[config.mk]
export PLATFORM = sky130hd
export DESIGN_NAME = csr_file
export DESIGN_NICKNAME = d
export VERILOG_FILES = /design/src/logic/csr_pkg.sv /design/src/logic/csr_exception_regs.sv /design/src/logic/csr_file.sv /design/src/logic/csr_scratch_read.sv /design/src/logic/csr_timer.sv /design/src/logic/csr_write_select.sv
export SDC_FILE = /design/constraint.sdc
export NUM_CORES = 1
export LEC_CHECK = 0
export ABC_AREA = 0
export CELL_PAD_IN_SITES_DETAIL_PLACEMENT = 1
export CELL_PAD_IN_SITES_GLOBAL_PLACEMENT = 2
export CORE_UTILIZATION = 42
export CTS_CLUSTER_SIZE = 12
export DETAILED_ROUTE_END_ITERATION = 16
export DONT_BUFFER_PORTS = 1
export PLACE_DENSITY_LB_ADDON = 0.1
export SLEW_MARGIN = 0
export SYNTH_ARGS = -nofsm -noshare
export SYNTH_HDL_FRONTEND = slang
export SYNTH_SLANG_ARGS = --single-unit
[constraint.sdc]
create_clock -name clk -period 6 [get_ports clk]
set_input_delay 1.2 -clock clk [delete_from_list [all_inputs] [get_ports clk]]
set_output_delay 1.2 -clock clk [all_outputs]
set_load 0.005 [all_outputs]
[src/logic/csr_pkg.sv]
`default_nettype none

package csr_pkg;

    typedef logic [13:0] csr_addr_t;
    typedef logic [31:0] csr_data_t;
    typedef logic [1:0]  plv_t;
    typedef logic [5:0]  ecode_t;
    typedef logic [8:0]  esubcode_t;

    // external interrupt lines, ESTAT bits 10..2
    typedef logic [8:0]  int_lines_t;

    typedef enum logic {
        TIMER_OFF,
        TIMER_RUN
    } timer_state_t;

    // register numbers
    localparam csr_addr_t CSR_CRMD   = 14'h0;
    localparam csr_addr_t CSR_PRMD   = 14'h1;
    localparam csr_addr_t CSR_ECTL   = 14'h4;
    localparam csr_addr_t CSR_ESTAT  = 14'h5;
    localparam csr_addr_t CSR_ERA    = 14'h6;
    localparam csr_addr_t CSR_EENTRY = 14'hc;
    localparam csr_addr_t CSR_SAVE0  = 14'h30;
    localparam csr_addr_t CSR_SAVE1  = 14'h31;
    localparam csr_addr_t CSR_SAVE2  = 14'h32;
    localparam csr_addr_t CSR_SAVE3  = 14'h33;
    localparam csr_addr_t CSR_TID    = 14'h40;
    localparam csr_addr_t CSR_TCFG   = 14'h41;
    localparam csr_addr_t CSR_TVAL   = 14'h42;
    localparam csr_addr_t CSR_TICLR  = 14'h44;

    // timer interrupt position in ESTAT.IS
    localparam int TI_BIT = 11;
    // width of ESTAT.IS and ECTL.LIE
    localparam int IS_W = 13;

endpackage

`default_nettype wire

[src/logic/csr_exception_regs.sv]
`timescale 1ns/1ps
`default_nettype none

module csr_exception_regs (
    input  logic                  clk,
    input  logic                  rst,
    input  logic                  sel_crmd_i,
    input  logic                  sel_prmd_i,
    input  logic                  sel_ectl_i,
    input  logic                  sel_estat_i,
    input  logic                  sel_era_i,
    input  logic                  sel_eentry_i,
    input  csr_pkg::csr_data_t    wr_data_i,
    input  logic                  excp_flush_i,
    input  logic                  ertn_flush_i,
    input  csr_pkg::csr_data_t    era_i,
    input  csr_pkg::ecode_t       ecode_i,
    input  csr_pkg::esubcode_t    esubcode_i,
    input  csr_pkg::int_lines_t   interrupt_i,
    input  logic                  timer_int_i,
    output csr_pkg::csr_data_t    crmd_o,
    output csr_pkg::csr_data_t    prmd_o,
    output csr_pkg::csr_data_t    ectl_o,
    output csr_pkg::csr_data_t    estat_o,
    output csr_pkg::csr_data_t    era_o,
    output csr_pkg::csr_data_t    eentry_o,
    output csr_pkg::plv_t         plv_o,
    output logic                  has_int_o
);
    import csr_pkg::*;

    // bit 10 of LIE is reserved
    localparam logic [IS_W-1:0] LIE_MASK = 13'h1bff;

    // crmd: datm[8:7] datf[6:5] pg[4] da[3] ie[2] plv[1:0]
    logic [8:0]      crmd_q;
    // prmd: pie[2] pplv[1:0]
    logic [2:0]      prmd_q;
    logic [IS_W-1:0] ectl_q;
    logic [1:0]      is_sw_q;
    int_lines_t      int_q;
    ecode_t          ecode_q;
    esubcode_t       esubcode_q;
    csr_data_t       era_q;
    logic [25:0]     eentry_q;
    logic [IS_W-1:0] is_vec;

    always_ff @(posedge clk) begin
        if (rst) begin
            crmd_q <= 9'b0_0000_1000;
        end else if (excp_flush_i) begin
            crmd_q[2:0] <= 3'b000;
        end else if (ertn_flush_i) begin
            crmd_q[2:0] <= prmd_q;
        end else if (sel_crmd_i) begin
            crmd_q <= wr_data_i[8:0];
        end
    end

    always_ff @(posedge clk) begin
        if (rst) begin
            prmd_q <= '0;
        end else if (excp_flush_i) begin
            prmd_q <= crmd_q[2:0];
        end else if (sel_prmd_i) begin
            prmd_q <= wr_data_i[2:0];
        end
    end

    always_ff @(posedge clk) begin
        if (rst) begin
            ectl_q <= '0;
        end else if (sel_ectl_i) begin
            ectl_q <= wr_data_i[IS_W-1:0] & LIE_MASK;
        end
    end

    always_ff @(posedge clk) begin
        if (rst) begin
            is_sw_q    <= '0;
            int_q      <= '0;
            ecode_q    <= '0;
            esubcode_q <= '0;
        end else begin
            // hw lines sampled every cycle
            int_q <= interrupt_i;
            if (excp_flush_i) begin
                ecode_q    <= ecode_i;
                esubcode_q <= esubcode_i;
            end else if (sel_estat_i) begin
                is_sw_q <= wr_data_i[1:0];
            end
        end
    end

    always_ff @(posedge clk) begin
        if (rst) begin
            era_q    <= '0;
            eentry_q <= '0;
        end else begin
            if (excp_flush_i) begin
                era_q <= era_i;
            end else if (sel_era_i) begin
                era_q <= wr_data_i;
            end
            if (sel_eentry_i) begin
                eentry_q <= wr_data_i[31:6];
            end
        end
    end

    // interrupt status, bit 12 stays zero
    always_comb begin
        is_vec         = '0;
        is_vec[1:0]    = is_sw_q;
        is_vec[10:2]   = int_q;
        is_vec[TI_BIT] = timer_int_i;
    end

    assign crmd_o   = {23'b0, crmd_q};
    assign prmd_o   = {29'b0, prmd_q};
    assign ectl_o   = {{(32 - IS_W){1'b0}}, ectl_q};
    assign estat_o  = {1'b0, esubcode_q, ecode_q, 3'b0, is_vec};
    assign era_o    = era_q;
    assign eentry_o = {eentry_q, 6'b0};

    assign has_int_o = (|(ectl_q & is_vec)) & crmd_q[2];

    // forwarded privilege level
    always_comb begin
        if (excp_flush_i) begin
            plv_o = '0;
        end else if (ertn_flush_i) begin
            plv_o = prmd_q[1:0];
        end else if (sel_crmd_i) begin
            plv_o = wr_data_i[1:0];
        end else begin
            plv_o = crmd_q[1:0];
        end
    end

    a_flush_excl: assert property (@(posedge clk) disable iff (rst)
        !(excp_flush_i && ertn_flush_i));

endmodule

`default_nettype wire

[src/logic/csr_file.sv]
`timescale 1ns/1ps
`default_nettype none

module csr_file #(
    parameter int COUNTER_W = 64
) (
    input  logic                  clk,
    input  logic                  rst,
    input  logic                  wr1_en_i,
    input  csr_pkg::csr_addr_t    wr1_addr_i,
    input  csr_pkg::csr_data_t    wr1_data_i,
    input  logic                  wr2_en_i,
    input  csr_pkg::csr_addr_t    wr2_addr_i,
    input  csr_pkg::csr_data_t    wr2_data_i,
    input  csr_pkg::csr_addr_t    rd_addr_i,
    output csr_pkg::csr_data_t    rdata_o,
    input  logic                  excp_flush_i,
    input  logic                  ertn_flush_i,
    input  csr_pkg::csr_data_t    era_i,
    input  csr_pkg::ecode_t       ecode_i,
    input  csr_pkg::esubcode_t    esubcode_i,
    input  csr_pkg::int_lines_t   interrupt_i,
    output csr_pkg::plv_t         plv_o,
    output logic                  has_int_o,
    output csr_pkg::csr_data_t    eentry_o,
    output csr_pkg::csr_data_t    era_o,
    output csr_pkg::csr_data_t    tid_o,
    output logic [COUNTER_W-1:0]  timer_o
);
    import csr_pkg::*;

    csr_data_t  wr_data;
    logic       sel_crmd;
    logic       sel_prmd;
    logic       sel_ectl;
    logic       sel_estat;
    logic       sel_era;
    logic       sel_eentry;
    logic       sel_tid;
    logic       sel_tcfg;
    logic       sel_ticlr;
    logic [3:0] sel_save;
    logic       timer_int;
    csr_data_t  crmd;
    csr_data_t  prmd;
    csr_data_t  ectl;
    csr_data_t  estat;
    csr_data_t  tcfg;
    csr_data_t  tval;

    csr_write_select csr_write_select_inst (
        .clk(clk), .rst(rst),
        .wr1_en_i(wr1_en_i), .wr1_addr_i(wr1_addr_i), .wr1_data_i(wr1_data_i),
        .wr2_en_i(wr2_en_i), .wr2_addr_i(wr2_addr_i), .wr2_data_i(wr2_data_i),
        .wr_data_o(wr_data),
        .sel_crmd_o(sel_crmd), .sel_prmd_o(sel_prmd), .sel_ectl_o(sel_ectl),
        .sel_estat_o(sel_estat), .sel_era_o(sel_era), .sel_eentry_o(sel_eentry),
        .sel_tid_o(sel_tid), .sel_tcfg_o(sel_tcfg), .sel_ticlr_o(sel_ticlr),
        .sel_save_o(sel_save)
    );

    csr_exception_regs csr_exception_regs_inst (
        .clk(clk), .rst(rst),
        .sel_crmd_i(sel_crmd), .sel_prmd_i(sel_prmd), .sel_ectl_i(sel_ectl),
        .sel_estat_i(sel_estat), .sel_era_i(sel_era), .sel_eentry_i(sel_eentry),
        .wr_data_i(wr_data),
        .excp_flush_i(excp_flush_i), .ertn_flush_i(ertn_flush_i),
        .era_i(era_i), .ecode_i(ecode_i), .esubcode_i(esubcode_i),
        .interrupt_i(interrupt_i), .timer_int_i(timer_int),
        .crmd_o(crmd), .prmd_o(prmd), .ectl_o(ectl), .estat_o(estat),
        .era_o(era_o), .eentry_o(eentry_o),
        .plv_o(plv_o), .has_int_o(has_int_o)
    );

    csr_timer #(
        .COUNTER_W(COUNTER_W)
    ) csr_timer_inst (
        .clk(clk), .rst(rst),
        .sel_tid_i(sel_tid), .sel_tcfg_i(sel_tcfg), .sel_ticlr_i(sel_ticlr),
        .wr_data_i(wr_data),
        .tid_o(tid_o), .tcfg_o(tcfg), .tval_o(tval),
        .timer_int_o(timer_int), .counter_o(timer_o)
    );

    csr_scratch_read csr_scratch_read_inst (
        .clk(clk), .rst(rst),
        .sel_save_i(sel_save), .wr_data_i(wr_data), .rd_addr_i(rd_addr_i),
        .crmd_i(crmd), .prmd_i(prmd), .ectl_i(ectl), .estat_i(estat),
        .era_i(era_o), .eentry_i(eentry_o),
        .tid_i(tid_o), .tcfg_i(tcfg), .tval_i(tval),
        .rdata_o(rdata_o)
    );

endmodule

`default_nettype wire

[src/logic/csr_scratch_read.sv]
`timescale 1ns/1ps
`default_nettype none

module csr_scratch_read (
    input  logic               clk,
    input  logic               rst,
    input  logic [3:0]         sel_save_i,
    input  csr_pkg::csr_data_t wr_data_i,
    input  csr_pkg::csr_addr_t rd_addr_i,
    input  csr_pkg::csr_data_t crmd_i,
    input  csr_pkg::csr_data_t prmd_i,
    input  csr_pkg::csr_data_t ectl_i,
    input  csr_pkg::csr_data_t estat_i,
    input  csr_pkg::csr_data_t era_i,
    input  csr_pkg::csr_data_t eentry_i,
    input  csr_pkg::csr_data_t tid_i,
    input  csr_pkg::csr_data_t tcfg_i,
    input  csr_pkg::csr_data_t tval_i,
    output csr_pkg::csr_data_t rdata_o
);
    import csr_pkg::*;

    csr_data_t save_q [4];

    always_ff @(posedge clk) begin
        if (rst) begin
            for (int i = 0; i < 4; i++) begin
                save_q[i] <= '0;
            end
        end else begin
            for (int i = 0; i < 4; i++) begin
                if (sel_save_i[i]) begin
                    save_q[i] <= wr_data_i;
                end
            end
        end
    end

    always_comb begin
        case (rd_addr_i)
            CSR_CRMD:   rdata_o = crmd_i;
            CSR_PRMD:   rdata_o = prmd_i;
            CSR_ECTL:   rdata_o = ectl_i;
            CSR_ESTAT:  rdata_o = estat_i;
            CSR_ERA:    rdata_o = era_i;
            CSR_EENTRY: rdata_o = eentry_i;
            CSR_SAVE0:  rdata_o = save_q[0];
            CSR_SAVE1:  rdata_o = save_q[1];
            CSR_SAVE2:  rdata_o = save_q[2];
            CSR_SAVE3:  rdata_o = save_q[3];
            CSR_TID:    rdata_o = tid_i;
            CSR_TCFG:   rdata_o = tcfg_i;
            CSR_TVAL:   rdata_o = tval_i;
            // ticlr and unmapped numbers read zero
            default:    rdata_o = '0;
        endcase
    end

endmodule

`default_nettype wire

[src/logic/csr_timer.sv]
`timescale 1ns/1ps
`default_nettype none

module csr_timer #(
    parameter int COUNTER_W = 64
) (
    input  logic                 clk,
    input  logic                 rst,
    input  logic                 sel_tid_i,
    input  logic                 sel_tcfg_i,
    input  logic                 sel_ticlr_i,
    input  csr_pkg::csr_data_t   wr_data_i,
    output csr_pkg::csr_data_t   tid_o,
    output csr_pkg::csr_data_t   tcfg_o,
    output csr_pkg::csr_data_t   tval_o,
    output logic                 timer_int_o,
    output logic [COUNTER_W-1:0] counter_o
);
    import csr_pkg::*;

    timer_state_t         state_q;
    csr_data_t            tid_q;
    // tcfg: initval[31:2] periodic[1] en[0]
    csr_data_t            tcfg_q;
    csr_data_t            tval_q;
    logic                 ti_q;
    logic                 expire;
    logic [COUNTER_W-1:0] counter_q;

    assign expire = (state_q == TIMER_RUN) && (tval_q == '0) && !sel_tcfg_i;

    always_ff @(posedge clk) begin
        if (rst) begin
            tid_q  <= '0;
            tcfg_q <= '0;
        end else begin
            if (sel_tid_i) begin
                tid_q <= wr_data_i;
            end
            if (sel_tcfg_i) begin
                tcfg_q <= wr_data_i;
            end
        end
    end

    // countdown
    always_ff @(posedge clk) begin
        if (rst) begin
            state_q <= TIMER_OFF;
            tval_q  <= '1;
        end else if (sel_tcfg_i) begin
            tval_q  <= {wr_data_i[31:2], 2'b00};
            state_q <= wr_data_i[0] ? TIMER_RUN : TIMER_OFF;
        end else if (expire) begin
            if (tcfg_q[1]) begin
                tval_q <= {tcfg_q[31:2], 2'b00};
            end else begin
                tval_q  <= '1;
                state_q <= TIMER_OFF;
            end
        end else if (state_q == TIMER_RUN) begin
            tval_q <= tval_q - 1'b1;
        end
    end

    always_ff @(posedge clk) begin
        if (rst) begin
            ti_q <= 1'b0;
        end else if (sel_ticlr_i && wr_data_i[0]) begin
            ti_q <= 1'b0;
        end else if (expire) begin
            ti_q <= 1'b1;
        end
    end

    // stable counter
    always_ff @(posedge clk) begin
        if (rst) begin
            counter_q <= '0;
        end else begin
            counter_q <= counter_q + 1'b1;
        end
    end

    assign tid_o       = tid_q;
    assign tcfg_o      = tcfg_q;
    assign tval_o      = tval_q;
    assign timer_int_o = ti_q;
    assign counter_o   = counter_q;

    a_tval_hold: assert property (@(posedge clk) disable iff (rst)
        !$stable(tval_q) |-> $past(state_q == TIMER_RUN || sel_tcfg_i));

endmodule

`default_nettype wire

[src/logic/csr_write_select.sv]
`timescale 1ns/1ps
`default_nettype none

module csr_write_select (
    input  logic               clk,
    input  logic               rst,
    input  logic               wr1_en_i,
    input  csr_pkg::csr_addr_t wr1_addr_i,
    input  csr_pkg::csr_data_t wr1_data_i,
    input  logic               wr2_en_i,
    input  csr_pkg::csr_addr_t wr2_addr_i,
    input  csr_pkg::csr_data_t wr2_data_i,
    output csr_pkg::csr_data_t wr_data_o,
    output logic               sel_crmd_o,
    output logic               sel_prmd_o,
    output logic               sel_ectl_o,
    output logic               sel_estat_o,
    output logic               sel_era_o,
    output logic               sel_eentry_o,
    output logic               sel_tid_o,
    output logic               sel_tcfg_o,
    output logic               sel_ticlr_o,
    output logic [3:0]         sel_save_o
);
    import csr_pkg::*;

    logic      wr_en;
    csr_addr_t wr_addr;

    // port 1 wins when both write
    assign wr_en     = wr1_en_i | wr2_en_i;
    assign wr_addr   = wr1_en_i ? wr1_addr_i : wr2_addr_i;
    assign wr_data_o = wr1_en_i ? wr1_data_i : wr2_data_i;

    assign sel_crmd_o    = wr_en && (wr_addr == CSR_CRMD);
    assign sel_prmd_o    = wr_en && (wr_addr == CSR_PRMD);
    assign sel_ectl_o    = wr_en && (wr_addr == CSR_ECTL);
    assign sel_estat_o   = wr_en && (wr_addr == CSR_ESTAT);
    assign sel_era_o     = wr_en && (wr_addr == CSR_ERA);
    assign sel_eentry_o  = wr_en && (wr_addr == CSR_EENTRY);
    assign sel_tid_o     = wr_en && (wr_addr == CSR_TID);
    assign sel_tcfg_o    = wr_en && (wr_addr == CSR_TCFG);
    assign sel_ticlr_o   = wr_en && (wr_addr == CSR_TICLR);
    assign sel_save_o[0] = wr_en && (wr_addr == CSR_SAVE0);
    assign sel_save_o[1] = wr_en && (wr_addr == CSR_SAVE1);
    assign sel_save_o[2] = wr_en && (wr_addr == CSR_SAVE2);
    assign sel_save_o[3] = wr_en && (wr_addr == CSR_SAVE3);

    a_sel_onehot: assert property (@(posedge clk) disable iff (rst)
        $onehot0({sel_crmd_o, sel_prmd_o, sel_ectl_o, sel_estat_o, sel_era_o,
                  sel_eentry_o, sel_tid_o, sel_tcfg_o, sel_ticlr_o, sel_save_o}));

endmodule

`default_nettype wire
==> summary.md, run 1 <==
| Metric | Value |
|---|---|
| Worst hold path type | `register to register` |
| Worst R2R Setup Slack | `2.56 ns` |
| Total CTS buffers | `44` |
| Sequential share of the synthesized area | `49.4%` |
| Setup crit start kind | `primary input` |
| Max FO, Critical Path | `11` |
| Layout Area Growth over Synthesis | `10.1%` |
| Number of H-tree levels | `2` |
| Register Area | `9250 µm²` |
| Async SR Flop Fraction | `0%` |
| Simple-gate area share of the yosys netlist | `19.8%` |
| CTS resizes | `0` |
| Static Leakage | `6.78 nW` |
| PwrDens | `276 nW/µm²` |
| Ys flop type | `dfxtp_1` |
| EDFF count, synth | `128` |
| Initial antenna violation count | `5` |
| Syn Area/Cell | `9.08 µm²` |
| Post-Syn Area | `18,700 µm²` |
| GP Congestion | `0.901` |
| Outcome | `complete, no violations` |
| Number of library cell types mapped by synthesis | `66` |
| Worst EP required | `4.80 ns` |
| Placed wire-length estimate | `49.0 mm` |
| CP Capture Type | `output pin` |
| Crit share post-route | `82.3%` |
| Final WL | `71.0 mm` |
| CTS sink count | `398` |
| Cells after synthesis | `2,059` |
| CTS Hold Bufs | `0` |
| Setup TNS | `0 ns` |
| Final count of pins violating max slew | `0` |
| Die area | `45,400 µm²` |
| F_max | `0.203 GHz` |
| Crit path arrival time | `3.74 ns` |
| Number of cell rows | `76` |
| Die X | `213 µm` |
| XOR/XNOR share of the synthesized area | `3.56%` |
| Setup bufs post-CTS | `0` |
| Core outline area | `43,500 µm²` |
| Pint | `0.00435 W` |
| ANT nets after route | `0` |
| Hold WS | `0.457 ns` |
| Synth warn | `0` |
| Period minus WS final | `4.94 ns` |
| Max cap viols | `0` |
| Switching part of the total | `23.6%` |
| Share of power burned in registers | `50.8%` |
| Fillers | `4,985` |
| DRT Pass-1 Iters | `8` |
| First-pass GRT wire length | `104 mm` |
| Adder-cell area share of the yosys netlist | `0.134%` |
| Layout cells sized above 1 | `7.35%` |
| Clk slew on worst S/H paths | `0.06 ns` |
| Remaining DRCs | `0` |
| GRT Overall Usage | `30.8%` |
| Wire per inst | `27.0 µm` |
| Die Y | `213 µm` |
| Clk Latency, worst-skew pair | `0.58 ns` |
| CTS tree | `built` |
| Clk Tree Root Cell | `clkbuf_16` |
| Starting Density | `43.0%` |
| Max Root-Sink Buffers | `3` |
| RSZ-0062 raised after global routing | `no` |
| NetSw | `0.00134 W` |
| # setup viols final | `0` |
| Largest family of logic cells by synthesized area | `simple AND/OR/NAND/NOR gates` |
| Comb power frac | `4.3%` |
| Multi-input logic area | `8810 µm²` |
| Critical setup path kind | `primary input to output pin` |
| Max-slew headroom at the worst pin | `8.68%` |
| Largest net degree at the start of global routing | `277` |
| Slew @ Worst Pin | `1.33 ns` |
| Vias per cell | `6.22` |
| Clk network pwr share | `44.9%` |
| Iter 0 DRT Violations | `1,493` |
| Ports | `363` |
| Final Hold Viols | `0` |
| Port buffer count | `0` |
| Final net count | `2,179` |
| FF+latch count, synth | `398` |
| Via count | `16,300` |
| VDD IR max | `0.000159 V` |
| Mux share of post-synthesis cell area | `4.96%` |
| Synth Area in Compound Gates | `18.2%` |
| Grt ovf | `0` |
| Number of global-route vias before repair | `16,200` |
| Clock Skews | `0.0181 ns` |
-- stage by stage --
stage	utilization (%)	std cells	setup WS [ns]	cell area, µm²	total power [W]
after floorplan	-	2064	1.60	18700	0.00310
after global placement	44.4	2548	1.17	19300	0.00318
after detailed placement	44.4	2548	1.13	19300	0.00319
after CTS	47.4	2625	1.13	20600	0.00572
after global routing	47.4	2628	1.01	20600	0.00584
final	47.4	2628	1.06	20600	0.00569
-- cells in the final DEF, fill, tap and decap left out, types with 34 or more instances in the layout --
| master | synthesis | layout |
|---|---|---|
| a22oi_1 | 48 | 48 |
| a211oi_1 | 123 | 123 |
| dfxtp_1 | 270 | 270 |
| nand3_1 | 66 | 66 |
| nor2_1 | 405 | 400 |
| clkbuf_16 | 0 | 45 |
| o21ai_0 | 74 | 74 |
| xor2_1 | 42 | 42 |
| buf_4 | 6 | 55 |
| xnor2_1 | 34 | 34 |
| mux2i_1 | 87 | 85 |
| a21oi_1 | 73 | 73 |
| edfxtp_1 | 128 | 128 |
| o211ai_1 | 37 | 37 |
| nand2_1 | 195 | 194 |
-- cells in the mapped netlist (12+ instances only) --
cell        n  area [µm²]
a22o_1     25         219
a22oi_1    48         360
o211ai_1   37         278
nor2b_1    17         106
a222oi_1   12         120
clkbuf_1  126         473
nor2_1    405        1520
a221oi_1   22         193
a21oi_1    73         365
a211oi_1  123         923
xor2_1     42         368
o21ai_0    74         370
xnor2_1    34         298
nand4_1    23         144
nand3_1    66         330
nor3_1     30         150
nand2_1   195         732
nor4_1     31         194
inv_1      19        71.3
mux2i_1    87         871
dfxtp_1   270        5410
edfxtp_1  128        3840
-- worst paths after layout --
check,depth (start not counted),startpoint,endpoint
max,6,rd_addr_i[7],rdata_o[11]
min,2,csr_timer_inst.tcfg_o[0]$_SDFFE_PP0P_,csr_timer_inst.tcfg_o[0]$_SDFFE_PP0P_
max reg2reg,7,csr_timer_inst.tval_o[9]$_SDFFE_PP1P_,csr_timer_inst.tval_o[16]$_SDFFE_PP1P_
min reg2reg,2,csr_timer_inst.tcfg_o[0]$_SDFFE_PP0P_,csr_timer_inst.tcfg_o[0]$_SDFFE_PP0P_
-- power groups by stage --
stage,Clock [W],Combinational (W),Sequential (W)
global placement,0,0.000235,0.00295
floorplan,0,0.000175,0.00292
detailed placement,0,0.000238,0.00295
CTS,0.00259,0.000239,0.00289
global route,0.00269,0.000254,0.00290
finish,0.00256,0.000244,0.00289
-- layout make-up --
class | instances | share of cell area, %
inverters | 19 | 0.346
flip-flops and latches | 398 | 44.9
clock inverters | 8 | 0.261
repair buffers | 55 | 2.01
diodes | 3 | 0.0365
multi-input cells | 1491 | 42.8
clock buffers | 69 | 6.10
well taps | 585 | 3.55
-- critical path, cell delays in order --
cell	delay, ns
or4_1	0.65
or3_1	0.40
nor2_1	0.88
a22oi_1	0.21
and3_1	0.24
nand3_1	0.15
-- metal layers --
layer | wire length, µm | part of all wire, % | track usage, % | up-vias
li1 | - | - | - | 7378
met1 | 29900 | 42 | 40.4 | 8184
met2 | 32900 | 46 | 49.3 | 655
met3 | 6250 | 8.8 | 8.40 | 122
met4 | 1870 | 2.6 | 9.45 | 4
met5 | 33 | 0.046 | 0 | -
-- kinds of logic (layout without fill, tap and decap cells) --
family / Yosys count / in the layout
buf+inv: 175 / 151
simple gates: 838 / 838
flops: 398 / 398
fa+ha+maj: 2 / 2
mux: 92 / 92
compound gates: 477 / 477
xor+xnor: 76 / 76
other cells: 1 / 9
-- flip-flops by register name (all words and copies together) (netlist names) --
| name | count |
|---|---|
| csr_timer_inst.counter_o | 64 |
| csr_exception_regs_inst.eentry_q | 26 |
| csr_timer_inst.tval_o | 32 |
| csr_exception_regs_inst.ectl_q | 12 |
| csr_exception_regs_inst.is_sw_q | 2 |
| csr_exception_regs_inst.esubcode_q | 9 |
| csr_timer_inst.tid_o | 32 |
| csr_timer_inst.timer_int_o | 1 |
| csr_exception_regs_inst.era_o | 32 |
| csr_timer_inst.state_q | 1 |
| csr_exception_regs_inst.ecode_q | 6 |
| csr_scratch_read_inst.save_q | 128 |
| csr_timer_inst.tcfg_o | 32 |
| csr_exception_regs_inst.prmd_q | 3 |
| csr_exception_regs_inst.crmd_q | 9 |
| csr_exception_regs_inst.int_q | 9 |
Note: power is estimated with default switching activity, not from simulation.
==> inputs of run 2 (changes only) <==
--- a/config.mk
+++ b/config.mk
@@ -5,10 +5,10 @@
 export SDC_FILE = /design/constraint.sdc
 export NUM_CORES = 1
 export LEC_CHECK = 0
-export ABC_AREA = 0
+export ABC_AREA = 1
 export CELL_PAD_IN_SITES_DETAIL_PLACEMENT = 1
 export CELL_PAD_IN_SITES_GLOBAL_PLACEMENT = 2
-export CORE_UTILIZATION = 42
+export CORE_UTILIZATION = 36
 export CTS_CLUSTER_SIZE = 12
 export DETAILED_ROUTE_END_ITERATION = 16
 export DONT_BUFFER_PORTS = 1
==> constraint.sdc (replaced) <==
create_clock -name clk -period 5.1 [get_ports clk]
set_input_delay 1.02 -clock clk [delete_from_list [all_inputs] [get_ports clk]]
set_output_delay 1.02 -clock clk [all_outputs]
set_load 0.005 [all_outputs]
==> run 2 against run 1 <==
  * Synthesized area grew 9.4%
  * Clock power grew 34%
  * Synthesized cell count grew 41%
  * Clock skew grew 0.0053 ns
  * Critical endpoint is now rdata_o[10]
  * Largest cell class is now multi-input combinational cells
==> summary.md, run 2 <==
| Metric | Value |
|---|---|
| DRT Pass-1 Iters | `5` |
| Simple-gate area share of the yosys netlist | `30.9%` |
| Number of library cell types mapped by synthesis | `51` |
| Ys flop type | `dfxtp_1` |
| Post-Syn Area | `20,500 µm²` |
| Cells after synthesis | `2,908` |
| Multi-input logic area | `9530 µm²` |
| Outcome | `complete, no violations` |
| Ports | `363` |
| Fin cells | `3,672` |
| Commonest non-fill, non-tap cell in the layout | `nand2_1` |
| Grt ovf | `0` |
| CTS resizes | `0` |
| Setup TNS | `0 ns` |
| Pint | `0.00537 W` |
| CTS Hold Bufs | `0` |
| Max cap viols | `0` |
| Clk slew on worst S/H paths | `0.06 ns` |
| Final net count | `3,048` |
| Number of H-tree levels | `2` |
| Worst r2r path cells | `11` |
| Register Area | `9250 µm²` |
| Core outline area | `56,300 µm²` |
| FF+latch count, synth | `398` |
| Initial antenna violation count | `0` |
| Crit path arrival time | `3.31 ns` |
| Remaining DRCs | `0` |
| XOR/XNOR share of the synthesized area | `1.16%` |
| Max Root-Sink Buffers | `3` |
| Hold Crit Depth | `2` |
| Final count of pins violating max slew | `0` |
| ANT cells | `0` |
| Die area | `57,800 µm²` |
| Clk network pwr share | `47.8%` |
| CTS tree | `built` |
| Adder-cell area share of the yosys netlist | `0.122%` |
| Fin util | `40.6%` |
| Setup crit start kind | `primary input` |
| Largest family of logic cells by synthesized area | `simple AND/OR/NAND/NOR gates` |
| PwrDens | `314 nW/µm²` |
| Vias per cell | `5.53` |
| Static Leakage | `8.59 nW` |
| Max reg flops | `128` |
| Fillers | `7,128` |
| Synth Area in Compound Gates | `14.0%` |
| Synth area leader | `dfxtp_1` |
| # setup viols final | `0` |
| Critical setup path kind | `primary input to output pin` |
| Most flops, register | `csr_scratch_read_inst.save_q` |
| Most frequent cells in the layout | `nand2_1 (708), nor2_1 (414), inv_1 (298)` |
| Crit share post-route | `85.0%` |
| Placed wire-length estimate | `70.6 mm` |
| Mux share of post-synthesis cell area | `0%` |
| Total CTS buffers | `48` |
| Max FO, Critical Path | `13` |
| Number of cell rows | `87` |
| Final Hold Viols | `0` |
| Number of global-route vias before repair | `20,800` |
| Slew @ Worst Pin | `1.00 ns` |
| GRT Overall Usage | `32.6%` |
| Comb power frac | `4.8%` |
| Max-slew headroom at the worst pin | `33.0%` |
| ANT nets after route | `0` |
| Worst hold path type | `register to register` |
| Most frequent cell after synthesis | `nand2_1` |
| Iter 0 DRT Violations | `1,515` |
| Starting Density | `36.4%` |
| Largest net degree at the start of global routing | `143` |
| Die X | `240 µm` |
| Final WL | `95.0 mm` |
| NetSw | `0.00181 W` |
| Syn Area/Cell | `7.04 µm²` |
| Worst EP required | `4.08 ns` |
| Placed insts | `3,584` |
| First-pass GRT wire length | `138 mm` |
| Period minus WS final | `4.33 ns` |
| Wire per inst | `25.9 µm` |
| Commonest cells post-synth | `nand2_1 (709), nor2_1 (419), inv_1 (298)` |
| Via count | `20,300` |
| RSZ-0062 raised after global routing | `no` |
| Clock Skews | `0.0233 ns` |
| GP Congestion | `0.971` |
| Die Y | `240 µm` |
| Sequential share of the synthesized area | `45.2%` |
| Setup bufs post-CTS | `0` |
| Synth area leaders | `dfxtp_1 (26%), edfxtp_1 (19%), nand2_1 (13%)` |
| Share of power burned in registers | `47.5%` |
| Clk Latency, worst-skew pair | `0.62 ns` |
| F_max | `0.231 GHz` |
| Layout cells sized above 1 | `7.30%` |
| Clk Tree Root Cell | `clkbuf_16` |
| Synth warn | `0` |
| Top-area cell type share of the netlist area | `26.4%` |
| Async SR Flop Fraction | `0%` |
| CTS sink count | `398` |
| VDD IR max | `0.000251 V` |
| Layout Area Growth over Synthesis | `11.6%` |
| Total chip power | `0.00718 W` |
| CP Capture Type | `output pin` |
| Port buffer count | `0` |
| EDFF count, synth | `128` |
| Switching part of the total | `25.2%` |
run 2: cell count changes after synthesis, moves of 32 or more:
cell	delta
nand2_1	+514
or2_2	+40
nand4_1	+41
mux2i_1	-87
a22oi_1	-48
a21oi_1	+198
o211ai_1	-32
o21ai_0	+135
inv_1	+279
nand3_1	+104
a211oi_1	-122
clkbuf_1	-41
run 2: worst paths after layout:
kind / from / end / slack, ns
worst max-delay path: rd_addr_i[11] / rdata_o[10] / 0.77
worst min-delay path: csr_timer_inst.tcfg_o[28]$_SDFFE_PP0P_ / csr_timer_inst.tcfg_o[28]$_SDFFE_PP0P_ / 0.47
worst max register to register: csr_timer_inst.tval_o[1]$_SDFFE_PP1P_ / csr_timer_inst.tval_o[13]$_SDFFE_PP1P_ / 2.18
worst min register to register: csr_timer_inst.tcfg_o[28]$_SDFFE_PP0P_ / csr_timer_inst.tcfg_o[28]$_SDFFE_PP0P_ / 0.47
run 2: power by group through the flow:
| stage | combinational, W | sequential, W | clock (W) |
|---|---|---|---|
| after floorplan | 0.000229 | 0.00345 | 0 |
| after global placement | 0.000337 | 0.00347 | 0 |
| after detailed placement | 0.000343 | 0.00347 | 0 |
| after CTS | 0.000344 | 0.00341 | 0.00348 |
| after global routing | 0.000374 | 0.00341 | 0.00360 |
| final | 0.000344 | 0.00341 | 0.00343 |
run 2: worst max-delay path, stage by stage:
cell and delay [ns]:
nor2_1 0.10, nand3_1 0.26, nor2_1 0.23, buf_4 0.21, nand3_1 0.08, buf_4 0.19
inv_1 0.45, buf_4 0.27, nand2_1 0.07, o21ai_0 0.11, nor2_1 0.08, nand2_1 0.22
run 2: cells by family after synthesis:
logic type	Yosys count
AOI/OAI and AO/OA	551
xor gates and xnor gates	27
adders and majority gates	2
buffers and inverters	443
DFF	398
other	1
and+or+nand+nor	1486
run 2: layout make-up:
class | count | share of cell area, %
well taps | 756 | 4.14
multi-input cells | 2072 | 41.7
clock buffers | 70 | 6.01
repair buffers | 51 | 1.84
clock inverters | 18 | 0.740
flip-flops and latches | 398 | 40.5
inverters | 307 | 5.07
run 2: stage by stage:
stage | hold WS (ns) | setup slack [ns] | area, µm²
after global routing | 0.473 | 0.610 | 22800
after global placement | 0.449 | 0.854 | 21300
after floorplan | 0.429 | 0.446 | 20500
after detailed placement | 0.454 | 0.847 | 21300
after CTS | 0.458 | 0.835 | 22800
final | 0.465 | 0.767 | 22800
run 2: per-layer routing:
layer	GRT usage [%]	vias to the layer above	part of all wire, %
met2	55.6	697	48
li1	-	9404	-
met4	16.2	0	5.2
met1	38.9	10000	40
met3	6.61	190	7.0
met5	0	-	0
